File: config.mk
export PLATFORM = sky130hd
export DESIGN_NAME = dmaTop
export DESIGN_NICKNAME = d
export VERILOG_FILES = /design/src/common/dmaRegPkg.sv /design/src/common/dmaBusPkg.sv /design/src/dmaChannel/dmaAddrPath.sv /design/src/dmaChannel/dmaChannelFsm.sv /design/src/dmaChannel/dmaChannel.sv /design/src/hdl/dmaRegFile.sv /design/src/hdl/dmaArbiter.sv /design/src/hdl/dmaTop.sv
export SDC_FILE = /design/constraint.sdc
export NUM_CORES = 2
export LEC_CHECK = 0
export BUFFER_PORTS_ARGS = -buffer_cell sky130_fd_sc_hd__buf_2
export CAP_MARGIN = 20
export CORE_MARGIN = 1.5
export CORE_UTILIZATION = 43
export DETAILED_ROUTE_END_ITERATION = 10
export PLACE_DENSITY = 0.56
export RECOVER_POWER = 100
export SYNTH_ARGS = -nofsm -noshare
export SYNTH_HDL_FRONTEND = slang
export SYNTH_SLANG_ARGS = --single-unit
File: constraint.sdc
create_clock -name clk -period 14.1 [get_ports clk]
set_input_delay 0.705 -clock clk [delete_from_list [all_inputs] [get_ports clk]]
set_output_delay 0.705 -clock clk [all_outputs]
set_load 0.01 [all_outputs]
File: src/common/dmaRegPkg.sv
`default_nettype none

package dmaRegPkg;

  // byte offsets inside one channel's register block
  localparam int unsigned SadOffset = 0;
  localparam int unsigned DadOffset = 4;
  localparam int unsigned CntOffset = 8;
  localparam int unsigned ChannelStride = 12;

  localparam int unsigned CountBits = 14; // count of 0 means 16384 units

  // control fields in the upper half of CNT
  localparam int unsigned DestCtlPos = 21;
  localparam int unsigned SrcCtlPos = 23;
  localparam int unsigned RepeatBit = 25;
  localparam int unsigned WordBit = 26;
  localparam int unsigned TimingPos = 28;
  localparam int unsigned IrqBit = 30;
  localparam int unsigned EnableBit = 31;

  typedef enum logic [1:0] {
    stepIncrement = 2'd0,
    stepDecrement = 2'd1,
    stepFixed = 2'd2,
    stepIncReload = 2'd3 // dest goes back to DAD on every repeat
  } addrStepT;

  typedef enum logic [1:0] {
    timingImmediate = 2'd0,
    timingVblank = 2'd1,
    timingHblank = 2'd2,
    timingNever = 2'd3
  } startTimingT;

  localparam logic [7:0] VblankLine = 8'd160;
  localparam logic [7:0] HblankDot = 8'd240;

endpackage

`default_nettype wire

File: src/common/dmaBusPkg.sv
`default_nettype none

package dmaBusPkg;

  typedef logic [31:0] dmaWordT;
  typedef logic [31:0] dmaAddrT;

  typedef logic [7:0] ioAddrT; // byte address into the register block

  // matches the memory bus size encoding
  typedef enum logic [1:0] {
    sizeHalf = 2'd1,
    sizeWord = 2'd2
  } accessSizeT;

  typedef logic [7:0] lineCountT;

endpackage

`default_nettype wire

File: src/dmaChannel/dmaAddrPath.sv
`default_nettype none

module dmaAddrPath import dmaRegPkg::*, dmaBusPkg::*; (
  input  logic                 clk,
  input  logic                 rst_b,
  input  dmaWordT              sad,
  input  dmaWordT              dad,
  input  logic [CountBits-1:0] count,
  input  addrStepT             srcCtl,
  input  addrStepT             destCtl,
  input  logic                 wordSize,
  input  logic                 loadAll,
  input  logic                 reloadCount,
  input  logic                 stepSrc,
  input  logic                 stepDest,
  input  logic                 storeRdata,
  input  logic                 write,
  input  dmaWordT              memRdata,
  output logic                 unitsDone,
  output dmaAddrT              reqAddr,
  output accessSizeT           reqSize,
  output dmaWordT              reqWdata
);

  localparam logic [CountBits:0] MaxUnits = {1'b1, {CountBits{1'b0}}};

  dmaAddrT srcAddr, destAddr;
  dmaAddrT stepSize;
  dmaWordT dataLatch;
  logic [CountBits:0] unitsLeft;
  logic [CountBits:0] loadCount;

  function automatic dmaAddrT stepAddr(input dmaAddrT addr, input addrStepT ctl,
                                       input dmaAddrT amount);
    case (ctl)
      stepDecrement: return addr - amount;
      stepFixed: return addr;
      default: return addr + amount; // incReload steps up like increment
    endcase
  endfunction

  assign stepSize = wordSize ? dmaAddrT'(4) : dmaAddrT'(2);
  assign loadCount = (count == '0) ? MaxUnits : {1'b0, count};

  always_ff @(posedge clk) begin
    if (loadAll) srcAddr <= sad;
    else if (stepSrc) srcAddr <= stepAddr(srcAddr, srcCtl, stepSize);
  end

  always_ff @(posedge clk) begin
    if (loadAll || (reloadCount && destCtl == stepIncReload)) destAddr <= dad;
    else if (stepDest) destAddr <= stepAddr(destAddr, destCtl, stepSize);
  end

  // halfword reads land in the low half
  always_ff @(posedge clk) begin
    if (storeRdata) begin
      if (wordSize) dataLatch <= memRdata;
      else dataLatch <= {16'h0, srcAddr[1] ? memRdata[31:16] : memRdata[15:0]};
    end
  end

  always_ff @(posedge clk or negedge rst_b) begin
    if (!rst_b) unitsLeft <= '0;
    else if (loadAll || reloadCount) unitsLeft <= loadCount;
    else if (stepDest) unitsLeft <= unitsLeft - 1'b1;
  end

  assign unitsDone = unitsLeft == {{CountBits{1'b0}}, 1'b1};

  assign reqAddr = write ? destAddr : srcAddr;
  assign reqSize = wordSize ? sizeWord : sizeHalf;
  assign reqWdata = wordSize ? dataLatch : {dataLatch[15:0], dataLatch[15:0]}; // memory picks the half

endmodule

`default_nettype wire

File: src/dmaChannel/dmaChannelFsm.sv
`default_nettype none

module dmaChannelFsm (
  input  logic clk,
  input  logic rst_b,
  input  logic enable,
  input  logic start,
  input  logic repeatMode,
  input  logic irqEnable,
  input  logic preempted,
  input  logic allowedToBegin,
  input  logic memWait,
  input  logic unitsDone,
  output logic loadAll,
  output logic reloadCount,
  output logic stepSrc,
  output logic stepDest,
  output logic storeRdata,
  output logic active,
  output logic write,
  output logic midUnit,
  output logic irq,
  output logic clearEnable
);

  typedef enum logic [2:0] {
    sOff, sIdle, sQueued, sRead, sWrite, sPreemptedRead
  } stateT;

  stateT state, nextState;
  logic canBegin;
  logic lastWriteDone;

  assign canBegin = !preempted && !memWait && allowedToBegin;
  assign lastWriteDone = (state == sWrite) && !memWait && unitsDone;

  always_ff @(posedge clk or negedge rst_b) begin
    if (!rst_b) state <= sOff;
    else state <= nextState;
  end

  always_comb begin
    nextState = state;
    loadAll = 1'b0;
    reloadCount = 1'b0;
    stepSrc = 1'b0;
    stepDest = 1'b0;
    storeRdata = 1'b0;
    case (state)
      sOff: begin
        if (enable) begin
          loadAll = 1'b1;
          nextState = sIdle;
        end
      end
      sIdle: begin
        if (!enable) nextState = sOff;
        else if (start) nextState = canBegin ? sRead : sQueued;
      end
      sQueued, sPreemptedRead: begin
        if (!enable) nextState = sOff;
        else if (canBegin) nextState = sRead;
      end
      sRead: begin
        // a higher channel took the bus before our read completed
        if (preempted) nextState = sPreemptedRead;
        else if (!memWait) begin
          storeRdata = 1'b1;
          stepSrc = 1'b1;
          nextState = sWrite;
        end
      end
      sWrite: begin
        if (!memWait) begin
          stepDest = 1'b1;
          if (unitsDone) begin
            reloadCount = repeatMode;
            nextState = repeatMode ? sIdle : sOff;
          end else if (!enable) nextState = sOff;
          else nextState = sRead; // read state yields if someone higher starts now
        end
      end
      default: nextState = sOff;
    endcase
  end

  assign active = (state == sRead) || (state == sWrite);
  assign write = state == sWrite;
  // read finishing this edge or write still pending: keeps the pair together
  assign midUnit = ((state == sRead) && !memWait && !preempted) ||
                   ((state == sWrite) && memWait);
  assign irq = lastWriteDone && irqEnable;
  assign clearEnable = lastWriteDone && !repeatMode;

endmodule

`default_nettype wire

File: src/dmaChannel/dmaChannel.sv
`default_nettype none

module dmaChannel import dmaRegPkg::*, dmaBusPkg::*; (
  input  logic       clk,
  input  logic       rst_b,
  input  dmaWordT    sad,
  input  dmaWordT    dad,
  input  dmaWordT    cnt,
  input  lineCountT  vcount,
  input  lineCountT  hcount,
  input  logic       cpuPreemptable,
  input  logic       preempted,
  input  logic       allowedToBegin,
  input  dmaWordT    memRdata,
  input  logic       memWait,
  output logic       active,
  output logic       midUnit,
  output dmaAddrT    reqAddr,
  output logic       reqWrite,
  output accessSizeT reqSize,
  output dmaWordT    reqWdata,
  output logic       irq,
  output logic       clearEnable
);

  addrStepT srcCtl, destCtl;
  startTimingT timing;
  logic wordSize, repeatMode, irqEnable, enable;
  logic start;
  logic unitsDone, loadAll, reloadCount;
  logic stepSrc, stepDest, storeRdata;

  assign destCtl = addrStepT'(cnt[DestCtlPos +: 2]);
  assign srcCtl = addrStepT'(cnt[SrcCtlPos +: 2]);
  assign repeatMode = cnt[RepeatBit];
  assign wordSize = cnt[WordBit];
  assign timing = startTimingT'(cnt[TimingPos +: 2]);
  assign irqEnable = cnt[IrqBit];
  assign enable = cnt[EnableBit];

  always_comb begin
    case (timing)
      timingImmediate: start = cpuPreemptable;
      timingVblank: start = cpuPreemptable && (vcount == VblankLine);
      timingHblank: start = cpuPreemptable && (hcount == HblankDot);
      default: start = 1'b0; // never
    endcase
  end

  dmaChannelFsm fsm (
    .clk, .rst_b, .enable, .start, .repeatMode, .irqEnable,
    .preempted, .allowedToBegin, .memWait, .unitsDone,
    .loadAll, .reloadCount, .stepSrc, .stepDest, .storeRdata,
    .active, .write(reqWrite), .midUnit, .irq, .clearEnable
  );

  dmaAddrPath addrPath (
    .clk, .rst_b, .sad, .dad, .count(cnt[CountBits-1:0]),
    .srcCtl, .destCtl, .wordSize,
    .loadAll, .reloadCount, .stepSrc, .stepDest, .storeRdata,
    .write(reqWrite), .memRdata,
    .unitsDone, .reqAddr, .reqSize, .reqWdata
  );

endmodule

`default_nettype wire

File: src/hdl/dmaRegFile.sv
`default_nettype none

module dmaRegFile import dmaRegPkg::*, dmaBusPkg::*; #(
  parameter int numChannels = 4
) (
  input  logic                   clk,
  input  logic                   rst_b,
  input  ioAddrT                 ioAddr,
  input  logic                   ioWrite,
  input  dmaWordT                ioWdata,
  output dmaWordT                ioRdata,
  input  logic [numChannels-1:0] clearEnable,
  output dmaWordT                sad [numChannels],
  output dmaWordT                dad [numChannels],
  output dmaWordT                cnt [numChannels]
);

  function automatic ioAddrT regAddr(input int ch, input int offset);
    return ioAddrT'(ch * ChannelStride + offset);
  endfunction

  always_ff @(posedge clk or negedge rst_b) begin
    if (!rst_b) begin
      for (int ch = 0; ch < numChannels; ch++) begin
        sad[ch] <= '0;
        dad[ch] <= '0;
        cnt[ch] <= '0;
      end
    end else begin
      for (int ch = 0; ch < numChannels; ch++) begin
        if (clearEnable[ch]) cnt[ch][EnableBit] <= 1'b0; // finished, software sees it off
        // host write comes last so it wins over the clear
        if (ioWrite && ioAddr == regAddr(ch, SadOffset)) sad[ch] <= ioWdata;
        if (ioWrite && ioAddr == regAddr(ch, DadOffset)) dad[ch] <= ioWdata;
        if (ioWrite && ioAddr == regAddr(ch, CntOffset)) cnt[ch] <= ioWdata;
      end
    end
  end

  // read-back, anything unmapped reads as zero
  always_comb begin
    ioRdata = '0;
    for (int ch = 0; ch < numChannels; ch++) begin
      if (ioAddr == regAddr(ch, SadOffset)) ioRdata = sad[ch];
      if (ioAddr == regAddr(ch, DadOffset)) ioRdata = dad[ch];
      if (ioAddr == regAddr(ch, CntOffset)) ioRdata = cnt[ch];
    end
  end

endmodule

`default_nettype wire

File: src/hdl/dmaArbiter.sv
`default_nettype none

module dmaArbiter import dmaBusPkg::*; #(
  parameter int numChannels = 4
) (
  input  logic [numChannels-1:0] active,
  input  logic [numChannels-1:0] midUnit,
  input  dmaAddrT                reqAddr [numChannels],
  input  logic [numChannels-1:0] reqWrite,
  input  accessSizeT             reqSize [numChannels],
  input  dmaWordT                reqWdata [numChannels],
  output logic [numChannels-1:0] preempted,
  output logic                   allowedToBegin,
  output logic                   memActive,
  output dmaAddrT                memAddr,
  output logic                   memWrite,
  output accessSizeT             memSize,
  output dmaWordT                memWdata
);

  logic higherActive;

  // channel 0 has top priority
  always_comb begin
    higherActive = 1'b0;
    for (int ch = 0; ch < numChannels; ch++) begin
      preempted[ch] = higherActive;
      higherActive = higherActive | active[ch];
    end
  end

  assign allowedToBegin = ~|midUnit; // no new unit while a read/write pair is open
  assign memActive = |active;

  always_comb begin
    memAddr = '0;
    memWrite = 1'b0;
    memSize = sizeWord;
    memWdata = '0;
    for (int ch = numChannels - 1; ch >= 0; ch--) begin
      if (active[ch]) begin // lowest active index ends up owning the bus
        memAddr = reqAddr[ch];
        memWrite = reqWrite[ch];
        memSize = reqSize[ch];
        memWdata = reqWdata[ch];
      end
    end
  end

endmodule

`default_nettype wire

File: src/hdl/dmaTop.sv
`default_nettype none

module dmaTop import dmaBusPkg::*; #(
  parameter int numChannels = 4
) (
  input  logic                   clk,
  input  logic                   rst_b,
  input  ioAddrT                 ioAddr,
  input  logic                   ioWrite,
  input  dmaWordT                ioWdata,
  output dmaWordT                ioRdata,
  input  lineCountT              vcount,
  input  lineCountT              hcount,
  input  logic                   cpuPreemptable,
  output logic                   memActive,
  output dmaAddrT                memAddr,
  output logic                   memWrite,
  output accessSizeT             memSize,
  output dmaWordT                memWdata,
  input  dmaWordT                memRdata,
  input  logic                   memWait,
  output logic [numChannels-1:0] irq
);

  dmaWordT sad [numChannels];
  dmaWordT dad [numChannels];
  dmaWordT cnt [numChannels];
  logic [numChannels-1:0] clearEnable;

  logic [numChannels-1:0] active;
  logic [numChannels-1:0] midUnit;
  logic [numChannels-1:0] preempted;
  logic allowedToBegin;

  dmaAddrT reqAddr [numChannels];
  logic [numChannels-1:0] reqWrite;
  accessSizeT reqSize [numChannels];
  dmaWordT reqWdata [numChannels];

  dmaRegFile #(.numChannels(numChannels)) regFile (
    .clk, .rst_b, .ioAddr, .ioWrite, .ioWdata, .ioRdata,
    .clearEnable, .sad, .dad, .cnt
  );

  dmaArbiter #(.numChannels(numChannels)) arbiter (
    .active, .midUnit, .reqAddr, .reqWrite, .reqSize, .reqWdata,
    .preempted, .allowedToBegin,
    .memActive, .memAddr, .memWrite, .memSize, .memWdata
  );

  for (genvar ch = 0; ch < numChannels; ch++) begin : chanGen
    dmaChannel channel (
      .clk, .rst_b,
      .sad(sad[ch]), .dad(dad[ch]), .cnt(cnt[ch]),
      .vcount, .hcount, .cpuPreemptable,
      .preempted(preempted[ch]), .allowedToBegin,
      .memRdata, .memWait,
      .active(active[ch]), .midUnit(midUnit[ch]),
      .reqAddr(reqAddr[ch]), .reqWrite(reqWrite[ch]),
      .reqSize(reqSize[ch]), .reqWdata(reqWdata[ch]),
      .irq(irq[ch]), .clearEnable(clearEnable[ch])
    );
  end

endmodule

`default_nettype wire

* Word level (Yosys, flattened, before mapping)
Index checks and enable logic that the tools add are counted.
Operators by class: add/subtract/negate cells 20, eq/ne operators 93, mux-type cells 180, bitwise operators 2, reduce and logical (&&, ||, !) cells 124
Operators with widths (count):
- 32-bit 2-to-1 mux | 48
- 32-bit case mux with 2 select lines | 8
- 32-bit adder | 8
- 32-bit subtractor | 8
- 15-bit 2-to-1 mux | 12
- 16-bit 2-to-1 mux | 8
- 3-bit 2-to-1 mux | 32
- 15-bit by 1-bit == test with 1-bit output, second input constant | 4
- 3-bit case mux with 5 select lines | 4
- 15-bit by 1-bit subtractor with 15-bit output, second input constant | 4
- 14-bit zero test | 4
- 1-bit logical AND | 52
- 1-bit 2-to-1 mux | 48
- 2-bit inequality test, second input constant | 17
- 3-bit inequality test, second input constant | 11
- 2-bit == test, second input constant | 16
- 8-bit by 5-bit == test with 1-bit output, second input constant | 4
- 8-bit by 6-bit == test with 1-bit output, second input constant | 4
- 2-bit 2-to-1 mux | 16
- 2-bit nonzero test | 16
- 2-bit by 1-bit == test with 1-bit output, second input constant | 12
- 3-bit by 2-bit == test with 1-bit output, second input constant | 8
- 3-bit == test, second input constant | 8
- 5-bit AND reduction | 4
- other kinds (14) | 63
Word-level totals: register bits 840, input bits 93, word-level logic and storage cells 459

* Depth between registers and ports, before layout
depth in word-level cells 14, depth in mapped cells 16

* Hierarchy
From an unflattened synthesis, not the netlist that was laid out.
Unflattened totals: cell total of the unflattened synthesis 6178, area, all modules 59455.8 µm²
By module, submodules not included:
- dmaRegFile | times used 1, cells an instance 1462, area each 18730.5 µm², seq. area each 9609.2 µm²
- dmaAddrPath at chanGen[3].channel.addrPath | times used 1, cells an instance 1081, area each 9416.5 µm², seq. area each 3258.1 µm²
- dmaAddrPath at chanGen[2].channel.addrPath | times used 1, cells an instance 1036, area each 9317.7 µm², seq. area each 3258.1 µm²
- dmaAddrPath at chanGen[0].channel.addrPath | times used 1, cells an instance 1049, area each 9221.3 µm², seq. area each 3258.1 µm²
- dmaAddrPath at chanGen[1].channel.addrPath | times used 1, cells an instance 1037, area each 9063.7 µm², seq. area each 3258.1 µm²
- dmaArbiter | times used 1, cells an instance 253, area each 1669.1 µm², seq. area each 0.0 µm²
- dmaChannelFsm | times used 4, cells an instance 50, area each 386.6 µm², seq. area each 75.1 µm²
- dmaChannel | times used 4, cells an instance 15, area each 122.6 µm², seq. area each 0.0 µm²

* Worst setup path after synthesis
Ideal clock, no wire load.
path kind register -> register, start register chanGen[0].channel.fsm.state[1], end register chanGen[2].channel.addrPath.srcAddr[10], enable pin, library setup time 388 ps, data arrival time 4762 ps, slack 8950 ps, stages on the path, launching flop included 10, path buffers 3, period minus slack after synthesis 5150 ps, cells stage by stage dfrtp_1 buf_4 and3b_1 buf_2 nor2_1 nand3_2 clkbuf_1 nor3_1 o21ai_0 nand2_1
On the way: longest elaborated chain between the ends 7, elaborated cells on any way between the ends 8
RTL lines:
- start, declared | line dmaChannelFsm.sv:30 | stateT state, nextState;
- start signal, assigned | line dmaChannelFsm.sv:39 | else state <= nextState;
- 3-bit by 2-bit == test with 1-bit output / 3-bit == test (equally long branches) | line dmaChannelFsm.sv:87 | assign active = (state == sRead) || (state == sWrite);
- 1-bit logical OR (*) | line dmaChannelFsm.sv:87
- 1-bit bitwise OR (*) | line dmaArbiter.sv:28 | higherActive = higherActive | active[ch];
- 1-bit 2-to-1 mux (*) | line dmaChannelFsm.sv:66 | if (preempted) nextState = sPreemptedRead;
- 1-bit 2-to-1 mux (*) | line dmaChannelFsm.sv:49 | case (state)
- via chanGen[2].channel.addrPath.stepSrc | line dmaAddrPath.sv:14 | input logic stepSrc,
- 2-bit nonzero test (no source line) (*)
- 2-bit AND reduction (no source line) (*)
- end signal, assigned | line dmaAddrPath.sv:47 | else if (stepSrc) srcAddr <= stepAddr(srcAddr, srcCtl, stepSize);
- end, declared | line dmaAddrPath.sv:27 | dmaAddrT srcAddr, destAddr;
The timed path passes the listed nets; every way through them passes the cells marked *. A chain may end at the register's enable or synchronous reset.

* Worst setup path in the final report
start register chanGen[1].channel.fsm.state[0], end register chanGen[3].channel.addrPath.srcAddr[29], enable pin
On the way: longest elaborated chain between the ends 8, elaborated cells on any way between the ends 9
RTL lines (line):
- start, declared | dmaChannelFsm.sv:30
- start signal, assigned | dmaChannelFsm.sv:39
- 3-bit by 2-bit == test with 1-bit output / 3-bit == test (equally long branches) | dmaChannelFsm.sv:87
- 1-bit logical OR (*) | dmaChannelFsm.sv:87
- 1-bit bitwise OR (*) (2 in series) | dmaArbiter.sv:28
- 1-bit 2-to-1 mux (*) | dmaChannelFsm.sv:66
- 1-bit 2-to-1 mux (*) | dmaChannelFsm.sv:49
- via chanGen[3].channel.addrPath.stepSrc | dmaAddrPath.sv:14
- 2-bit nonzero test (no source line) (*)
- 2-bit AND reduction (no source line) (*)
- end signal, assigned | dmaAddrPath.sv:47
- end, declared | dmaAddrPath.sv:27
Marked as above.

==> metrics.txt <==
# TYPE chip_impl_metric gauge
chip_impl_info{name="synth_largest_area_cell",value="sky130_fd_sc_hd__edfxtp_1"} 1
chip_impl_metric{name="clkPwrFrac",unit="%"} 36.5
chip_impl_info{name="crit_top_cell",value="sky130_fd_sc_hd__clkbuf_1"} 1
chip_impl_info{name="tritoncts",value="done"} 1
chip_impl_metric{name="dieArea",unit="um^2"} 123000
chip_impl_metric{name="drv_cap",unit=""} 51
chip_impl_metric{name="yosys.area_share.simple",unit="%"} 12.6
chip_impl_info{name="dominantRegCellSynth",value="sky130_fd_sc_hd__dfrtp_1"} 1
chip_impl_metric{name="wire_length_reported_by_the_detailed_router",unit="um"} 200000
chip_impl_metric{name="fmaxAchievable",unit="GHz"} 0.112
chip_impl_info{name="cts-root-buf",value="sky130_fd_sc_hd__clkbuf_16"} 1
chip_impl_info{name="critical_path_class",value="reg -> reg"} 1
chip_impl_metric{name="routabilityCongestion",unit=""} 0.966
chip_impl_info{name="hp-class",value="in -> reg"} 1
chip_impl_metric{name="drive_above_1_share",unit="%"} 14.2
chip_impl_info{name="mostFrequentLayoutCell",value="sky130_fd_sc_hd__nand2_1"} 1
chip_impl_metric{name="fin_crit_sh",unit="%"} 63.1
chip_impl_metric{name="ys_seq_elements",unit=""} 840
chip_impl_metric{name="area_delta_synth_final",unit="%"} 10.6
chip_impl_metric{name="first_global_vias",unit=""} 41500
chip_impl_info{name="post_synth_main_area_contributors",value="sky130_fd_sc_hd__edfxtp_1, sky130_fd_sc_hd__dfrtp_1, sky130_fd_sc_hd__mux2_2"} 1
chip_impl_metric{name="portBuffers",unit=""} 196
chip_impl_info{name="rsz0062_at_grt",value="no"} 1
chip_impl_metric{name="vertical_die_dimension",unit="um"} 351
chip_impl_metric{name="switchingPower",unit="mW"} 2.34
chip_impl_metric{name="cts_num_sinks",unit=""} 840
chip_impl_metric{name="overflow",unit=""} 0
chip_impl_metric{name="synth-edff-count",unit=""} 384
chip_impl_metric{name="netlist_instances",unit=""} 5231
chip_impl_metric{name="yosys.area_share.adder",unit="%"} 6.14
chip_impl_metric{name="synth_async_sr_flop_share",unit="%"} 54.3
chip_impl_metric{name="postCtsResizedCells",unit=""} 0
chip_impl_metric{name="tightestPinTransition",unit="ns"} 5.06
chip_impl_metric{name="grt_antenna_before_repair",unit=""} 17
chip_impl_metric{name="postSynthNetCount",unit=""} 5580
chip_impl_info{name="violated_checks",value="capacitance limit, slew limit"} 1
chip_impl_info{name="timing.rr.start",value="chanGen[1].channel.fsm.state[0]$_DFFE_PN0P_"} 1
chip_impl_metric{name="firstDrtPassIters",unit=""} 10
chip_impl_metric{name="wire_length_of_the_first_global_routing_pass",unit="um"} 286000
chip_impl_metric{name="final_cell_count_no_fill",unit=""} 7017
chip_impl_metric{name="postCtsSetupBuffers",unit=""} 0
chip_impl_metric{name="cts_max_level",unit=""} 3
chip_impl_metric{name="hold_viol_final",unit=""} 0
chip_impl_metric{name="synth_xor_area_share",unit="%"} 3.54
chip_impl_metric{name="cts_buffer_count",unit=""} 98
chip_impl_metric{name="place.detailed.hpwl",unit="um"} 148000
chip_impl_metric{name="share_of_the_yosys_chip_area_belonging_to_registers",unit="%"} 44.0
chip_impl_metric{name="distinct_cell_type_count_after_synthesis",unit=""} 86
chip_impl_metric{name="p_leak",unit="nW"} 24.4
chip_impl_metric{name="synth.cell_area",unit="um^2"} 52100
chip_impl_metric{name="clkTransAtPathRegs",unit="ns"} 0.06
chip_impl_metric{name="setup-tns-final",unit="ns"} 0
chip_impl_metric{name="int_power",unit="mW"} 4.91
chip_impl_info{name="worst_setup_path_end_kind",value="flip-flop"} 1
chip_impl_metric{name="timing.max_slew.rel_slack",unit="%"} -238
chip_impl_metric{name="std_cell_rows",unit=""} 127
chip_impl_metric{name="number_of_design_rule_violations_left_by_the_first_detailed_router_iteration",unit=""} 4985
chip_impl_metric{name="power.total",unit="mW"} 7.25
chip_impl_metric{name="critical_path_buf_inv_count",unit=""} 3
chip_impl_info{name="result_of_the_run",value="finished with violations"} 1
chip_impl_metric{name="cp_data_arrival_time",unit="ns"} 9.21
chip_impl_metric{name="synthesis.yosys.warnings",unit=""} 0
chip_impl_metric{name="fin_worst_skew",unit="ns"} 0.0275
chip_impl_metric{name="timing.critical_path.fanout_max",unit=""} 38
chip_impl_info{name="worstPathCellList",value="nor2_1 > nand2_2 > clkbuf_1 > nand3_1 > nor4_1 > nor2b_4 > clkbuf_1 > o21ai_0 > nand2_1 > buf_4"} 1
chip_impl_info{name="synth_top_family_by_area",value="compound AO/OA/AOI/OAI gates"} 1
chip_impl_metric{name="worst_ep_required_time",unit="ns"} 14.41
chip_impl_metric{name="critPathMaxStageDelay",unit="ns"} 2.06
chip_impl_metric{name="wl_per_cell",unit="um"} 28.5
chip_impl_metric{name="synth_compound_area_share",unit="%"} 19.1
chip_impl_metric{name="synthDominantCellAreaShare",unit="%"} 22.1
chip_impl_info{name="final_cell_mix",value="sky130_fd_sc_hd__nand2_1, sky130_fd_sc_hd__dfrtp_1, sky130_fd_sc_hd__o21ai_0, sky130_fd_sc_hd__mux2_2, sky130_fd_sc_hd__a21oi_1"} 1
chip_impl_metric{name="floorplan.initialDensity",unit="%"} 43.4
chip_impl_metric{name="fp.dieW",unit="um"} 351
chip_impl_metric{name="cts_hold_buf",unit=""} 0
chip_impl_metric{name="nNetsFinal",unit=""} 5666
chip_impl_info{name="crit_path_start",value="chanGen[1].channel.fsm.state[0]$_DFFE_PN0P_"} 1
chip_impl_info{name="timing.critical_path.slowest_stage_cell",value="sky130_fd_sc_hd__nand3_1"} 1
chip_impl_metric{name="fin_worst_hold_slack",unit="ns"} 0.379
chip_impl_metric{name="drc_errors",unit=""} 0
chip_impl_info{name="cp_top_family",value="buffers and inverters"} 1
chip_impl_metric{name="vdd_ir_drop_max",unit="uV"} 107
chip_impl_metric{name="power_density",unit="nW/um^2"} 126
chip_impl_metric{name="ant_nets",unit=""} 0
chip_impl_metric{name="viasPerCell",unit=""} 6.23
chip_impl_metric{name="core",unit="um^2"} 120000
chip_impl_metric{name="dr_total_vias",unit=""} 43700
chip_impl_info{name="source_of_the_worst_hold_timing_path",value="memRdata[12]"} 1
chip_impl_metric{name="share_comb_of_total_power",unit="%"} 22.1
chip_impl_metric{name="power.share.switching",unit="%"} 32.3
chip_impl_metric{name="pin_count_of_the_biggest_net_entering_global_routing",unit=""} 162
chip_impl_metric{name="syn_area_per_cell",unit="um^2"} 9.97
chip_impl_metric{name="final-setup-viol-count",unit=""} 0
chip_impl_metric{name="pwr-share-seq",unit="%"} 41.3
chip_impl_metric{name="numPlacedInstances",unit=""} 6823
chip_impl_metric{name="num_io_pins",unit=""} 197
chip_impl_metric{name="clk-insertion-delay-late",unit="ns"} 0.69
chip_impl_metric{name="finalCriticalPeriod",unit="ns"} 8.89
chip_impl_metric{name="track_usage",unit="%"} 31.8
chip_impl_metric{name="maxSlewViolCount",unit=""} 2003
chip_impl_metric{name="clockBufferDepth",unit=""} 3
chip_impl_metric{name="synth.mux.area_fraction",unit="%"} 11.5
chip_impl_info{name="setup.worst_path.start_class",value="flip-flop"} 1
## layer usage
metal  routed length (um)  GRT usage, %
met1                84300          43.7
met2                89200          49.3
met3                17100          5.84
met4                 9620          13.0
met5                   34             0
## power by group through the flow
stage                     registers [mW]  logic (mW)  clock network (mW)
after floorplan                     2.93        1.09                   0
after global placement              3.03        1.59                   0
after detailed placement            3.03        1.61                   0
after CTS                           2.99        1.62                2.67
after global routing                3.01        1.75                2.76
final                               3.00        1.60                2.65
## metrics by stage
stage | setup slack [ns] | area [um^2] | utilization, %
floorplan | 8.95 | 52100 | -
global placement | 9.34 | 54700 | 45.6
detailed placement | 9.32 | 54700 | 45.6
CTS | 9.06 | 58000 | 48.3
global route | 4.48 | 57600 | 48.0
finish | 5.21 | 57700 | 48.0
## cells in the mapped netlist (all sizes together), types with 41 or more instances
library cell,number
o22ai,48
nand3,78
dfrtp,456
o21ai,455
a22oi,141
nor2,298
mux2,439
xnor2,117
edfxtp,384
nand2b,68
clkbuf,233
ha,256
a222oi,41
nor3,83
and2,87
buf,68
mux2i,104
a21oi,387
nand2,565
a21o,132
xor2,94
inv,100
a31oi,44
nand4,46
## final timing paths
check                      cells past startpoint  slack [ns]                                                    to
min                                            2        0.38   chanGen[1].channel.addrPath.dataLatch[12]$_DFFE_PP_
min in group asynchronous                      1        1.86  chanGen[0].channel.addrPath.unitsLeft[7]$_DFFE_PN0P_
max                                           10        5.21     chanGen[3].channel.addrPath.srcAddr[29]$_DFFE_PP_
min reg2reg                                    2        0.50  chanGen[1].channel.addrPath.unitsLeft[8]$_DFFE_PN0P_
max in group asynchronous                      3        6.11                           regFile.sad[21]$_DFFE_PN0P_
max reg2reg                                   10        5.21     chanGen[3].channel.addrPath.srcAddr[29]$_DFFE_PP_
## registers in the layout, summed over array words and instances (netlist names)
register                            flops
chanGen.channel.addrPath.dataLatch    128
chanGen.channel.addrPath.srcAddr      128
regFile.cnt                           128
regFile.sad                           128
chanGen.channel.addrPath.destAddr     128
chanGen.channel.fsm.state              12
chanGen.channel.addrPath.unitsLeft     60
regFile.dad                           128
## kinds of logic (layout without fill, tap and decap cells)
group	Yosys count	after routing
buffers and inverters	403	572
AND/OR/NAND/NOR	1404	1404
multiplexers	543	543
other	0	5
XOR/XNOR	211	211
adder cells (fa/ha/maj)	256	256
AO/OA/AOI/OAI	1574	1574
flip-flops	840	840
## cell type report
class	instances	area [um^2]
diodes	5	12.5
clock buffers	166	3160
clock inverters	17	141
fillers	11500	62500
inverters	102	383
multi-input cells	3988	27600
flip-flops and latches	840	22900
well taps	1612	2020
repair buffers	287	1360
No activity file was read; power rests on OpenSTA's default activity.
